==> src/hw/exec_params.svh <==
/* Execute stage parameters */
`ifndef EXEC_PARAMS_SVH
`define EXEC_PARAMS_SVH

// Datapath and register file sizes
`define DATA_W 16
`define REG_N 16
`define REG_IDX_W 4
`define SHAMT_W 4
`define IMM_W 8

// Instruction word fields
`define OPC_MSB 15
`define OPC_LSB 12
`define RD_MSB 11
`define RD_LSB 8
`define RS_MSB 7
`define RS_LSB 4
`define RT_MSB 3
`define RT_LSB 0
`define SHAMT_MSB 3
`define SHAMT_LSB 0
`define IMM_MSB 7
`define IMM_LSB 0

`endif

==> src/hw/exec_pkg.sv <==
/* Execute stage types */
`include "exec_params.svh"

package exec_pkg;

	typedef logic [`DATA_W-1:0] word_t;
	typedef logic [`REG_IDX_W-1:0] reg_idx_t;
	typedef logic [`SHAMT_W-1:0] shamt_t;

	// Instruction opcodes
	typedef enum logic [`OPC_MSB-`OPC_LSB:0] {
		OP_ADD  = 4'b0000,
		OP_ADDZ = 4'b0001,
		OP_SUB  = 4'b0010,
		OP_AND  = 4'b0011,
		OP_NOR  = 4'b0100,
		OP_SLL  = 4'b0101,
		OP_SRL  = 4'b0110,
		OP_SRA  = 4'b0111,
		OP_LW   = 4'b1000,
		OP_SW   = 4'b1001,
		OP_LHB  = 4'b1010,
		OP_LLB  = 4'b1011,
		OP_B    = 4'b1100,
		OP_JAL  = 4'b1101,
		OP_JR   = 4'b1110,
		OP_HLT  = 4'b1111
	} opcode_e;

	// ALU operations
	typedef enum logic [2:0] {
		ADD16 = 3'b000,
		SUB16 = 3'b001,
		AND16 = 3'b010,
		NOR16 = 3'b011,
		SLL16 = 3'b100,
		SRL16 = 3'b101,
		LHB16 = 3'b110,
		SRA16 = 3'b111
	} alu_op_e;

endpackage

==> src/hw/reg_file.sv <==
/* Register file */
`timescale 1ns/1ns
`include "exec_params.svh"

module reg_file import exec_pkg::*; (
	input  logic     clk,
	input  logic     rst_n,
	input  reg_idx_t rd_addr_a,
	input  reg_idx_t rd_addr_b,
	output word_t    rd_data_a,
	output word_t    rd_data_b,
	input  logic     wr_en,
	input  reg_idx_t wr_addr,
	input  word_t    wr_data
);

	word_t regs [0:`REG_N-1];

	// r0 is never written, so it stays at its reset value
	always_ff @(posedge clk or negedge rst_n) begin
		if (!rst_n) begin
			for (int i = 0; i < `REG_N; i++) begin
				regs[i] <= '0;
			end
		end else if (wr_en && (wr_addr != '0)) begin
			regs[wr_addr] <= wr_data;
		end
	end

	// Combinational reads
	always_comb begin
		rd_data_a = (rd_addr_a == '0) ? '0 : regs[rd_addr_a];
		rd_data_b = (rd_addr_b == '0) ? '0 : regs[rd_addr_b];
	end

endmodule

==> src/hw/alu_ctrl.sv <==
/* Instruction decoder */
`timescale 1ns/1ns
`include "exec_params.svh"

module alu_ctrl import exec_pkg::*; (
	input  word_t    instr,
	input  logic     instr_valid,
	input  logic     squash,
	input  logic     z,
	output reg_idx_t rd_addr_a,
	output reg_idx_t rd_addr_b,
	input  word_t    rd_data_a,
	input  word_t    rd_data_b,
	output opcode_e  opcode,
	output alu_op_e  ops,
	output word_t    src1,
	output word_t    src0,
	output shamt_t   shamt,
	output logic     flag_hold,
	output logic     wr_en,
	output reg_idx_t wr_addr
);

	reg_idx_t rd;
	reg_idx_t rs;
	reg_idx_t rt;
	logic [`IMM_W-1:0] imm;
	logic writes_rd;

	assign opcode = opcode_e'(instr[`OPC_MSB:`OPC_LSB]);
	assign rd = instr[`RD_MSB:`RD_LSB];
	assign rs = instr[`RS_MSB:`RS_LSB];
	assign rt = instr[`RT_MSB:`RT_LSB];
	assign imm = instr[`IMM_MSB:`IMM_LSB];
	assign shamt = instr[`SHAMT_MSB:`SHAMT_LSB];

	// LHB keeps the low byte of rd, so port b reads rd instead of rt
	assign rd_addr_a = rs;
	assign rd_addr_b = (opcode == OP_LHB) ? rd : rt;

	// An empty or squashed slot holds the flags and writes nothing
	assign flag_hold = squash | ~instr_valid;
	assign wr_en = writes_rd & ~flag_hold;
	assign wr_addr = rd;

	always_comb begin
		ops = ADD16;
		src1 = rd_data_a;
		src0 = rd_data_b;
		writes_rd = 1'b0;
		case (opcode)
			OP_ADD: writes_rd = 1'b1;
			// Conditional add, written back only while Z is set
			OP_ADDZ: writes_rd = z;
			OP_SUB: begin
				ops = SUB16;
				writes_rd = 1'b1;
			end
			OP_AND: begin
				ops = AND16;
				writes_rd = 1'b1;
			end
			OP_NOR: begin
				ops = NOR16;
				writes_rd = 1'b1;
			end
			OP_SLL, OP_SRL, OP_SRA: begin
				ops = (opcode == OP_SLL) ? SLL16 : (opcode == OP_SRL) ? SRL16 : SRA16;
				src0 = '0;
				writes_rd = 1'b1;
			end
			OP_LHB: begin
				ops = LHB16;
				src1 = {{(`DATA_W-`IMM_W){1'b0}}, imm};
				writes_rd = 1'b1;
			end
			// Sign-extended immediate plus zero
			OP_LLB: begin
				src1 = '0;
				src0 = {{(`DATA_W-`IMM_W){imm[`IMM_W-1]}}, imm};
				writes_rd = 1'b1;
			end
			// Memory, control flow and halt retire as no-ops
			default: begin
				src1 = '0;
				src0 = '0;
			end
		endcase
	end

endmodule

==> src/hw/alu.sv <==
/* Saturating 16-bit ALU */
`timescale 1ns/1ns
`include "exec_params.svh"

module alu import exec_pkg::*; (
	input  logic    clk,
	input  logic    rst_n,
	input  opcode_e opcode,
	input  alu_op_e ops,
	input  word_t   src1,
	input  word_t   src0,
	input  shamt_t  shamt,
	input  logic    flag_hold,
	output word_t   dst,
	output logic    n,
	output logic    z,
	output logic    v
);

	localparam word_t SAT_POS = {1'b0, {(`DATA_W-1){1'b1}}};
	localparam word_t SAT_NEG = {1'b1, {(`DATA_W-1){1'b0}}};

	word_t arith_raw;
	word_t arith_sat;
	logic  a_sgn;
	logic  b_sgn;
	logic  r_sgn;
	logic  ov_pos;
	logic  ov_neg;
	logic  update_nzv;
	logic  update_z_only;

	assign arith_raw = (ops == SUB16) ? (src1 - src0) : (src1 + src0);

	assign a_sgn = src1[`DATA_W-1];
	assign b_sgn = src0[`DATA_W-1];
	assign r_sgn = arith_raw[`DATA_W-1];

	// Overflow from operand signs against the sign of the raw result
	always_comb begin
		ov_pos = 1'b0;
		ov_neg = 1'b0;
		if (ops == ADD16) begin
			ov_pos = ~a_sgn & ~b_sgn & r_sgn;
			ov_neg = a_sgn & b_sgn & ~r_sgn;
		end else if (ops == SUB16) begin
			ov_pos = ~a_sgn & b_sgn & r_sgn;
			ov_neg = a_sgn & ~b_sgn & ~r_sgn;
		end
	end

	assign arith_sat = ov_pos ? SAT_POS : ov_neg ? SAT_NEG : arith_raw;

	always_comb begin
		case (ops)
			ADD16, SUB16: dst = arith_sat;
			AND16: dst = src1 & src0;
			NOR16: dst = ~(src1 | src0);
			SLL16: dst = src1 << shamt;
			SRL16: dst = src1 >> shamt;
			SRA16: dst = word_t'($signed(src1) >>> shamt);
			// Immediate byte on top of the low byte of rd
			LHB16: dst = {src1[7:0], src0[7:0]};
			default: dst = '0;
		endcase
	end

	// Flag update classes by opcode
	assign update_nzv = (opcode == OP_ADD) || (opcode == OP_ADDZ) || (opcode == OP_SUB);
	assign update_z_only = (opcode == OP_AND) || (opcode == OP_NOR) ||
		(opcode == OP_SLL) || (opcode == OP_SRL) || (opcode == OP_SRA);

	always_ff @(posedge clk or negedge rst_n) begin
		if (!rst_n) begin
			n <= 1'b0;
			z <= 1'b0;
			v <= 1'b0;
		end else if (!flag_hold) begin
			if (update_nzv) begin
				n <= dst[`DATA_W-1];
				z <= (dst == '0);
				v <= ov_pos | ov_neg;
			end else if (update_z_only) begin
				z <= (dst == '0);
			end
		end
	end

endmodule

==> src/hw/exec_top.sv <==
/* Execute stage top */
`timescale 1ns/1ns

module exec_top import exec_pkg::*; (
	input  logic  clk,
	input  logic  rst_n,
	input  word_t instr,
	input  logic  instr_valid,
	input  logic  squash,
	output word_t result,
	output logic  result_valid,
	output logic  n,
	output logic  z,
	output logic  v
);

	reg_idx_t rd_addr_a;
	reg_idx_t rd_addr_b;
	word_t    rd_data_a;
	word_t    rd_data_b;
	opcode_e  opcode;
	alu_op_e  ops;
	word_t    src1;
	word_t    src0;
	shamt_t   shamt;
	logic     flag_hold;
	logic     wr_en;
	reg_idx_t wr_addr;
	word_t    dst;

	alu_ctrl u_alu_ctrl (
		.instr       (instr),
		.instr_valid (instr_valid),
		.squash      (squash),
		.z           (z),
		.rd_addr_a   (rd_addr_a),
		.rd_addr_b   (rd_addr_b),
		.rd_data_a   (rd_data_a),
		.rd_data_b   (rd_data_b),
		.opcode      (opcode),
		.ops         (ops),
		.src1        (src1),
		.src0        (src0),
		.shamt       (shamt),
		.flag_hold   (flag_hold),
		.wr_en       (wr_en),
		.wr_addr     (wr_addr)
	);

	reg_file u_reg_file (
		.clk       (clk),
		.rst_n     (rst_n),
		.rd_addr_a (rd_addr_a),
		.rd_addr_b (rd_addr_b),
		.rd_data_a (rd_data_a),
		.rd_data_b (rd_data_b),
		.wr_en     (wr_en),
		.wr_addr   (wr_addr),
		.wr_data   (dst)
	);

	alu u_alu (
		.clk       (clk),
		.rst_n     (rst_n),
		.opcode    (opcode),
		.ops       (ops),
		.src1      (src1),
		.src0      (src0),
		.shamt     (shamt),
		.flag_hold (flag_hold),
		.dst       (dst),
		.n         (n),
		.z         (z),
		.v         (v)
	);

	// Result follows every write, a write to r0 included
	always_ff @(posedge clk or negedge rst_n) begin
		if (!rst_n) begin
			result <= '0;
			result_valid <= 1'b0;
		end else begin
			result_valid <= wr_en;
			if (wr_en) begin
				result <= dst;
			end
		end
	end

endmodule

==> config.mk <==
export PLATFORM = sky130hd
export DESIGN_NAME = exec_top
export DESIGN_NICKNAME = d
export VERILOG_FILES = /design/src/hw/exec_pkg.sv /design/src/hw/reg_file.sv /design/src/hw/alu_ctrl.sv /design/src/hw/alu.sv /design/src/hw/exec_top.sv
export VERILOG_INCLUDE_DIRS = /design/src /design/src/hw
export SDC_FILE = /design/constraint.sdc
export NUM_CORES = 1
export LEC_CHECK = 0
export BUFFER_PORTS_ARGS = -buffer_cell sky130_fd_sc_hd__buf_2
export CAP_MARGIN = 20
export CORE_UTILIZATION = 23
export DETAILED_ROUTE_END_ITERATION = 16
export SETUP_SLACK_MARGIN = 0.1
export SLEW_MARGIN = 20
export SYNTH_ARGS = -nofsm -noshare
export SYNTH_HDL_FRONTEND = slang
export SYNTH_SLANG_ARGS = --single-unit
==> constraint.sdc <==
create_clock -name clk -period 5.5 [get_ports clk]
set_clock_uncertainty 0.05 [all_clocks]
set_input_delay 1.1 -clock clk [delete_from_list [all_inputs] [get_ports clk]]
set_output_delay 1.1 -clock clk [all_outputs]
set_load 0.05 [all_outputs]
After elaboration in Yosys (flattened, before gate mapping)
Cells that the tools add are included.
- output and inout bits: 20
- logic and storage cells: 118
- register bits: 276
- add/sub/neg operators: 2
- shift-type cells: 3
- mux-type cells: 28
- equal/unequal tests: 16
- bitwise logic cells: 22
- order comparisons: 4
- reductions and logical operators: 22
- operator list (operator ; number):
    bitwise mux 256 bit ; 1
    2-to-1 mux 16 bit ; 10
    binary-select mux 16 bit (select 4 bit) ; 2
    case mux 16 bit (7 select lines) ; 1
    demux 16 bit (select 4 bit) ; 1
    case mux 16 bit (2 select lines) ; 2
    adder 16 bit ; 1
    bitwise AND 16 bit ; 1
    == test 4 x 3 -> 1 bit (second input constant) ; 4
    logical NOT 16 bit ; 1
    inverter 16 bit ; 1
    OR 16 bit ; 1
    left shift 16 x 4 -> 16 bit ; 1
    right shift 16 x 4 -> 16 bit ; 1
    >>> shifter 16 x 4 -> 16 bit ; 1
    subtractor 16 bit ; 1
    greater-or-equal comparator 5 bit (second input constant) ; 3
    inverter 4 -> 5 bit ; 3
    case mux 3 bit (5 select lines) ; 1
    == test 3 bit (second input constant) ; 4
    logical NOT 4 bit ; 3
    bitwise AND 1 bit ; 9
    OR reduction 9 bit ; 1
    == test 4 x 2 -> 1 bit (second input constant) ; 2
    other kinds (22) ; 41

Logic depth before layout (Yosys ltp)
- depth after elaboration: 20
- gate-level depth with buffers: 32
- gate-level depth less buffers: 27

Cells and area by module
Synthesis repeated with hierarchy kept, for this count alone.
- cells, all modules: 1618
- area, all modules: 18302.6 um^2
- by module, submodules not included (module ; sequential area each (um^2) ; instances ; area each (um^2) ; cells each):
    reg_file ; 6030.8 ; 1 ; 12990.0 ; 919
    alu ; 75.1 ; 1 ; 3997.6 ; 561
    exec_top ; 425.4 ; 1 ; 674.4 ; 35
    alu_ctrl ; 0.0 ; 1 ; 640.6 ; 103

Worst setup path before layout
Ideal clock, no wire load.
- kind: input-to-reg
- start: input instr[12]
- end: register u_alu.z
- arrival: 6.798 ns
- library setup time: 0.069 ns
- setup slack: -1.417 ns
- stages on the path: 28
- data required time: 5.381 ns
- cells stage by stage: nand4bb_1 > buf_6 > mux2_4 > buf_2 > nor2_1 > nor2_1 > o311ai_1 > o21ai_1 > nor4_4 > nand2_1 > nor3_1 > nor2_1 > xnor2_1 > ha_1 > nand2_1 > or3_1 > a21oi_1 > o211ai_1 > o21ai_0 > a21oi_1 > xor2_1 > or3_1 > mux2i_1 > or4b_4 > a31oi_4 > or4b_1 > nor4_2 > a32o_1
- cells in the longest elaborated chain, start to end: 20
- elaborated cells between the ends (all ways): 72
- classes of those cells: 2 x add/sub; 16 x eq/ne; 3 x shift; 20 x mux; 15 x bitwise; 16 x reduce/logical
- RTL lines (element ; RTL line ; text):
    from (decl) ; exec_top.sv:7 ; input word_t instr,
    == test 4 bit ; alu_ctrl.sv:39, alu_ctrl.sv:51 ;
    2-to-1 mux 4 bit ; alu_ctrl.sv:39 ; assign rd_addr_b = (opcode == OP_LHB) ? rd : rt;
    inverter 4 -> 5 bit (implied by the code) ; reg_file.sv:33 ; rd_data_b = (rd_addr_b == '0) ? '0 : regs[rd_addr_b];
    binary-select mux 16 bit (select 4 bit) ; reg_file.sv:33 ;
    2-to-1 mux 16 bit (implied by the code) (2 in a row) ; reg_file.sv:33 ;
    2-to-1 mux 16 bit ; reg_file.sv:33 ;
    case mux 16 bit (2 select lines) ; alu_ctrl.sv:51 ; case (opcode)
    adder 16 bit or subtractor 16 bit (tied branches) ; alu.sv:33 ; assign arith_raw = (ops == SUB16) ? (src1 - src0) : (src1 + src0);
    [2 not listed] ; - ;
    bitwise AND 1 bit ; alu.sv:48 ; ov_neg = a_sgn & ~b_sgn & ~r_sgn;
    2-to-1 mux 1 bit ; alu.sv:46 ; end else if (ops == SUB16) begin
    2-to-1 mux 1 bit ; alu.sv:43 ; if (ops == ADD16) begin
    2-to-1 mux 16 bit (2 in a row) ; alu.sv:52 ; assign arith_sat = ov_pos ? SAT_POS : ov_neg ? SAT_NEG : arith_raw;
    case mux 16 bit (7 select lines) ; alu.sv:55 ; case (ops)
    logical NOT 16 bit ; alu.sv:81, alu.sv:84 ;
    2-to-1 mux 1 bit ; alu.sv:83 ; end else if (update_z_only) begin
    2-to-1 mux 1 bit ; alu.sv:79 ; if (update_nzv) begin
    to (signal assigned) ; alu.sv:81 ; z <= (dst == '0);
    to (signal assigned) ; alu.sv:84 ; z <= (dst == '0);
    to (decl) ; alu.sv:16 ; output logic z,
Several ways; a longest one is shown, not always the timed one. The select of a mux whose other input is x is not followed.
A chain may end at the register's enable or synchronous reset.

Worst setup path in the final report
- start: input instr[14]
- end: register u_alu.z
Same word-level chain as after synthesis.

==> summary.md <==
| Metric | Value |
|---|---|
| Setup slack after layout | `-994.8 ps` |
| Core ar. | `a little under 80000 um^2` |
| Fmax | `approximately 150 MHz` |
| Num CTS Buffers | `31` |
| Post-synth ARST share | `1.000` |
| Clock transition at path regs | `60 ps` |
| Tmin final | `between 6000 and 7000 ps` |
| Max_slew headroom | `0.3196` |
| RSZ-0062 raised after global routing | `yes` |
| Hpwl dp | `around 57000 um` |
| Num ports | `40` |
| CTS tree | `done` |
| Data required, critical path | `~6000 ps` |
| Hold Crit Depth | `0` |
| Reg-to-reg endpoint | `u_alu.z` |
| Top cell type by total area after synthesis | `dfrtp_1` |
| Final cycle utilization of the critical path | `1.181` |
| Max_cap viols | `0` |
| Yosys reg bits | `271` |
| Vias after detailed routing | `~18000` |
| Worst min path class | `reg -> reg` |
| PwrDens | `about 320 nW/um^2` |
| Final Max Slew Viols | `0` |
| Drt wl/cell | `~24 um` |
| Area fraction of the dominant cell type after synthesis | `0.3684` |
| Share of cells above drive strength 1 | `0.3848` |
| CTS max path bufs | `3` |
| Via density | `roughly 5.3` |
| Crit. End Element | `flip-flop` |
| Clk sinks | `around 270` |
| WL final | `80480 um` |
| Gate count of the mapped netlist | `about 1900` |
| Final setup viols | `around 260` |
| Depth of the worst register-to-register path | `25` |
| Layout Nets | `between 2000 and 2500` |
| Peak supply drop | `between 200 and 250 uV` |
| Number of library cell types mapped by synthesis | `just over 90` |
| Hold Startpoint | `u_reg_file.regs[244]` |
| Post-Place Worst Slack | `-1880 ps` |
| Reg2reg setup slack | `~210 ps` |
| DRC viols | `0` |
| Seq/Total Area, Yosys | `0.3684` |
| Final Hold Viols | `0` |
| Hold buffers post-CTS | `0` |
| Largest cells by area after synthesis | `dfrtp_1 (37%), mux2_2 (12%), nand2_1 (7.2%), mux2i_1 (6.1%), mux4_2 (5.6%)` |
| Std-Cell Rows | `about 100` |
| Violated checks | `setup timing` |
| Horiz. Die Dim | `284.9 um` |
| Max Fanout on Critical Path | `9` |
| Global-route wire length before repair | `roughly 120000 um` |
| 1st-iter DRT viols | `about 2200` |
| Critical Path Max Stage Delay | `500 ps` |
| Commonest cells in the netlist | `nand2_1 (353), dfrtp_1 (271), mux2_2 (201)` |
| 1st-pass router iterations | `6` |
| Worst Hold End | `u_reg_file.regs[244]` |
| Post-Syn Nets | `~2000` |
| Gpl congestion | `between 1 and 1.5` |
| Total Power | `approximately 8.0 mW` |
| Post-synth EDFFs | `0` |
| Outcome | `finished with violations` |
| Startpoint types | `input port` |
| Arrival time at the worst endpoint | `a little under 7000 ps` |
| Root buffer cell | `clkbuf_16` |
| Crit path max-delay cell type | `or4b_4` |
| Die Footprint | `81170 um^2` |
| Post-Syn Area | `between 15000 and 20000 um^2` |
| Clock latency on the worst-skew pair | `580 ps` |
| H-tree Lvls | `1` |
| Starting density of the core | `0.2326` |
| Leak | `11.47 nW` |
| Critical path type | `in -> reg` |
| Slew @ Worst Pin | `1018 ps` |
| Grt ovf | `0` |
| R2r startpoint | `u_reg_file.regs[52]` |
| Final ANT Viol Nets | `0` |
| Buffers on Ports | `39` |
| Vias in the first global route | `approximately 17000` |
| Largest net degree at the start of global routing | `110` |
| GRT Total Usage | `0.1878` |
| Initial antenna violation count | `2` |
| Die Y | `284.9 um` |
| Syn avg cell area | `roughly 9.4 um^2` |
| YS warnings | `0` |
| Area growth syn-to-layout | `36.28%` |
| Top-count cell post-synth | `nand2_1` |
| Synth Flop Type | `dfrtp_1` |
where the power goes:
part	switching, mW	internal, mW	total, mW
combinational	1.65	1.41	3.06
sequential	0.360	2.41	2.77
clock	0.857	1.28	2.13
total	2.86	5.09	7.96
worst max path at each step:
| stage | startpoint | endpoint | slack [ps] | depth (start not counted) |
|---|---|---|---|---|
| 6_report | instr[14] | u_alu.z | -990 | 29 |
| 3_3_place_gp | instr[12] | u_alu.z | -1790 | 30 |
| 5_1_grt | instr[14] | u_alu.z | -1220 | 30 |
| 2_1_floorplan | instr[12] | u_alu.z | -1170 | 29 |
| 4_1_cts | instr[12] | u_alu.z | -930 | 32 |
| 3_5_place_dp | instr[12] | u_alu.z | -1880 | 30 |
what timing repair did:
item | in CTS | in global routing
cloned | 3 | 8
setup endpoints to repair | 259 | 259
setup buffers | 4 | 28
pin swaps | 4 | 12
gates resized for setup | 37 | 92
placed cells by master (no fill, tap or decap), drive strengths merged, types with 16 or more instances in the layout:
cell and count:
buf 473, nand2 353, dfrtp 271, mux2 205, nor2 123, mux2i 121, o21ai 121, a21oi 95
nand3 63, clkbuf 49, mux4 47, nor3 44, a31oi 35, inv 22, a22oi 21, o22ai 21
nand2b 19, ha 18, a211oi 18, xnor2 17, nor2b 16
kinds of logic (layout without fill, tap and decap cells):
| kind of cell | count (synthesis) | after routing | synth area share |
|---|---|---|---|
| other cells | 0 | 2 | 0 |
| fa+ha+maj | 19 | 19 | 0.01332 |
| xor+xnor | 26 | 26 | 0.01237 |
| simple gates | 669 | 669 | 0.1605 |
| flops | 271 | 271 | 0.3684 |
| buf+inv | 172 | 559 | 0.04534 |
| mux | 370 | 373 | 0.2504 |
| compound gates | 422 | 422 | 0.1496 |
metrics by stage:
step | area, um^2 | std cells | TNS, ps | utilization | hold slack, ps
after floorplan | 19010 | 1949 | -154410 | - | 374.6
after global placement | 23020 | 3290 | -385780 | 0.2909 | 314.3
after detailed placement | 23020 | 3290 | -398060 | 0.2909 | 313.9
after CTS | 24330 | 3353 | -158500 | 0.3075 | 327.8
after global routing | 25080 | 3390 | -207510 | 0.3170 | 341.3
final | 25090 | 3391 | -163830 | 0.3170 | 328.2
layout make-up:
cell class | instances | area, um^2
tap | 1050 | 1314
clock inverter | 13 | 151.4
clock buffer | 43 | 900.9
multi-input combinational | 1509 | 11660
fill | 8202 | 54040
antenna | 2 | 5.005
timing repair buffer | 479 | 4188
sequential | 271 | 6782
inverter | 24 | 90.09
routing by layer:
layer / global-route usage / up-vias / wire, um
li1: - / 7832 / -
met4: 0.06751 / 2 / 3706
met3: 0.03840 / 229 / 7769
met5: 0 / - / 12
met2: 0.2996 / 972 / 35660
met1: 0.2504 / 8843 / 33330
flip-flops by register name (all words and copies together), names as in the netlist:
signal           flops
u_reg_file.regs    251
result              16
result_valid         1
u_alu.n              1
u_alu.v              1
u_alu.z              1
worst max-delay path, delay by kind of cell:
family | cells | cell delay [ps]
simple gates | 11 | 2670
buf+inv | 4 | 720
xor+xnor | 2 | 330
mux | 2 | 460
compound gates | 9 | 1380
fa+ha+maj | 1 | 290
Note: power is estimated with default switching activity, not from simulation.
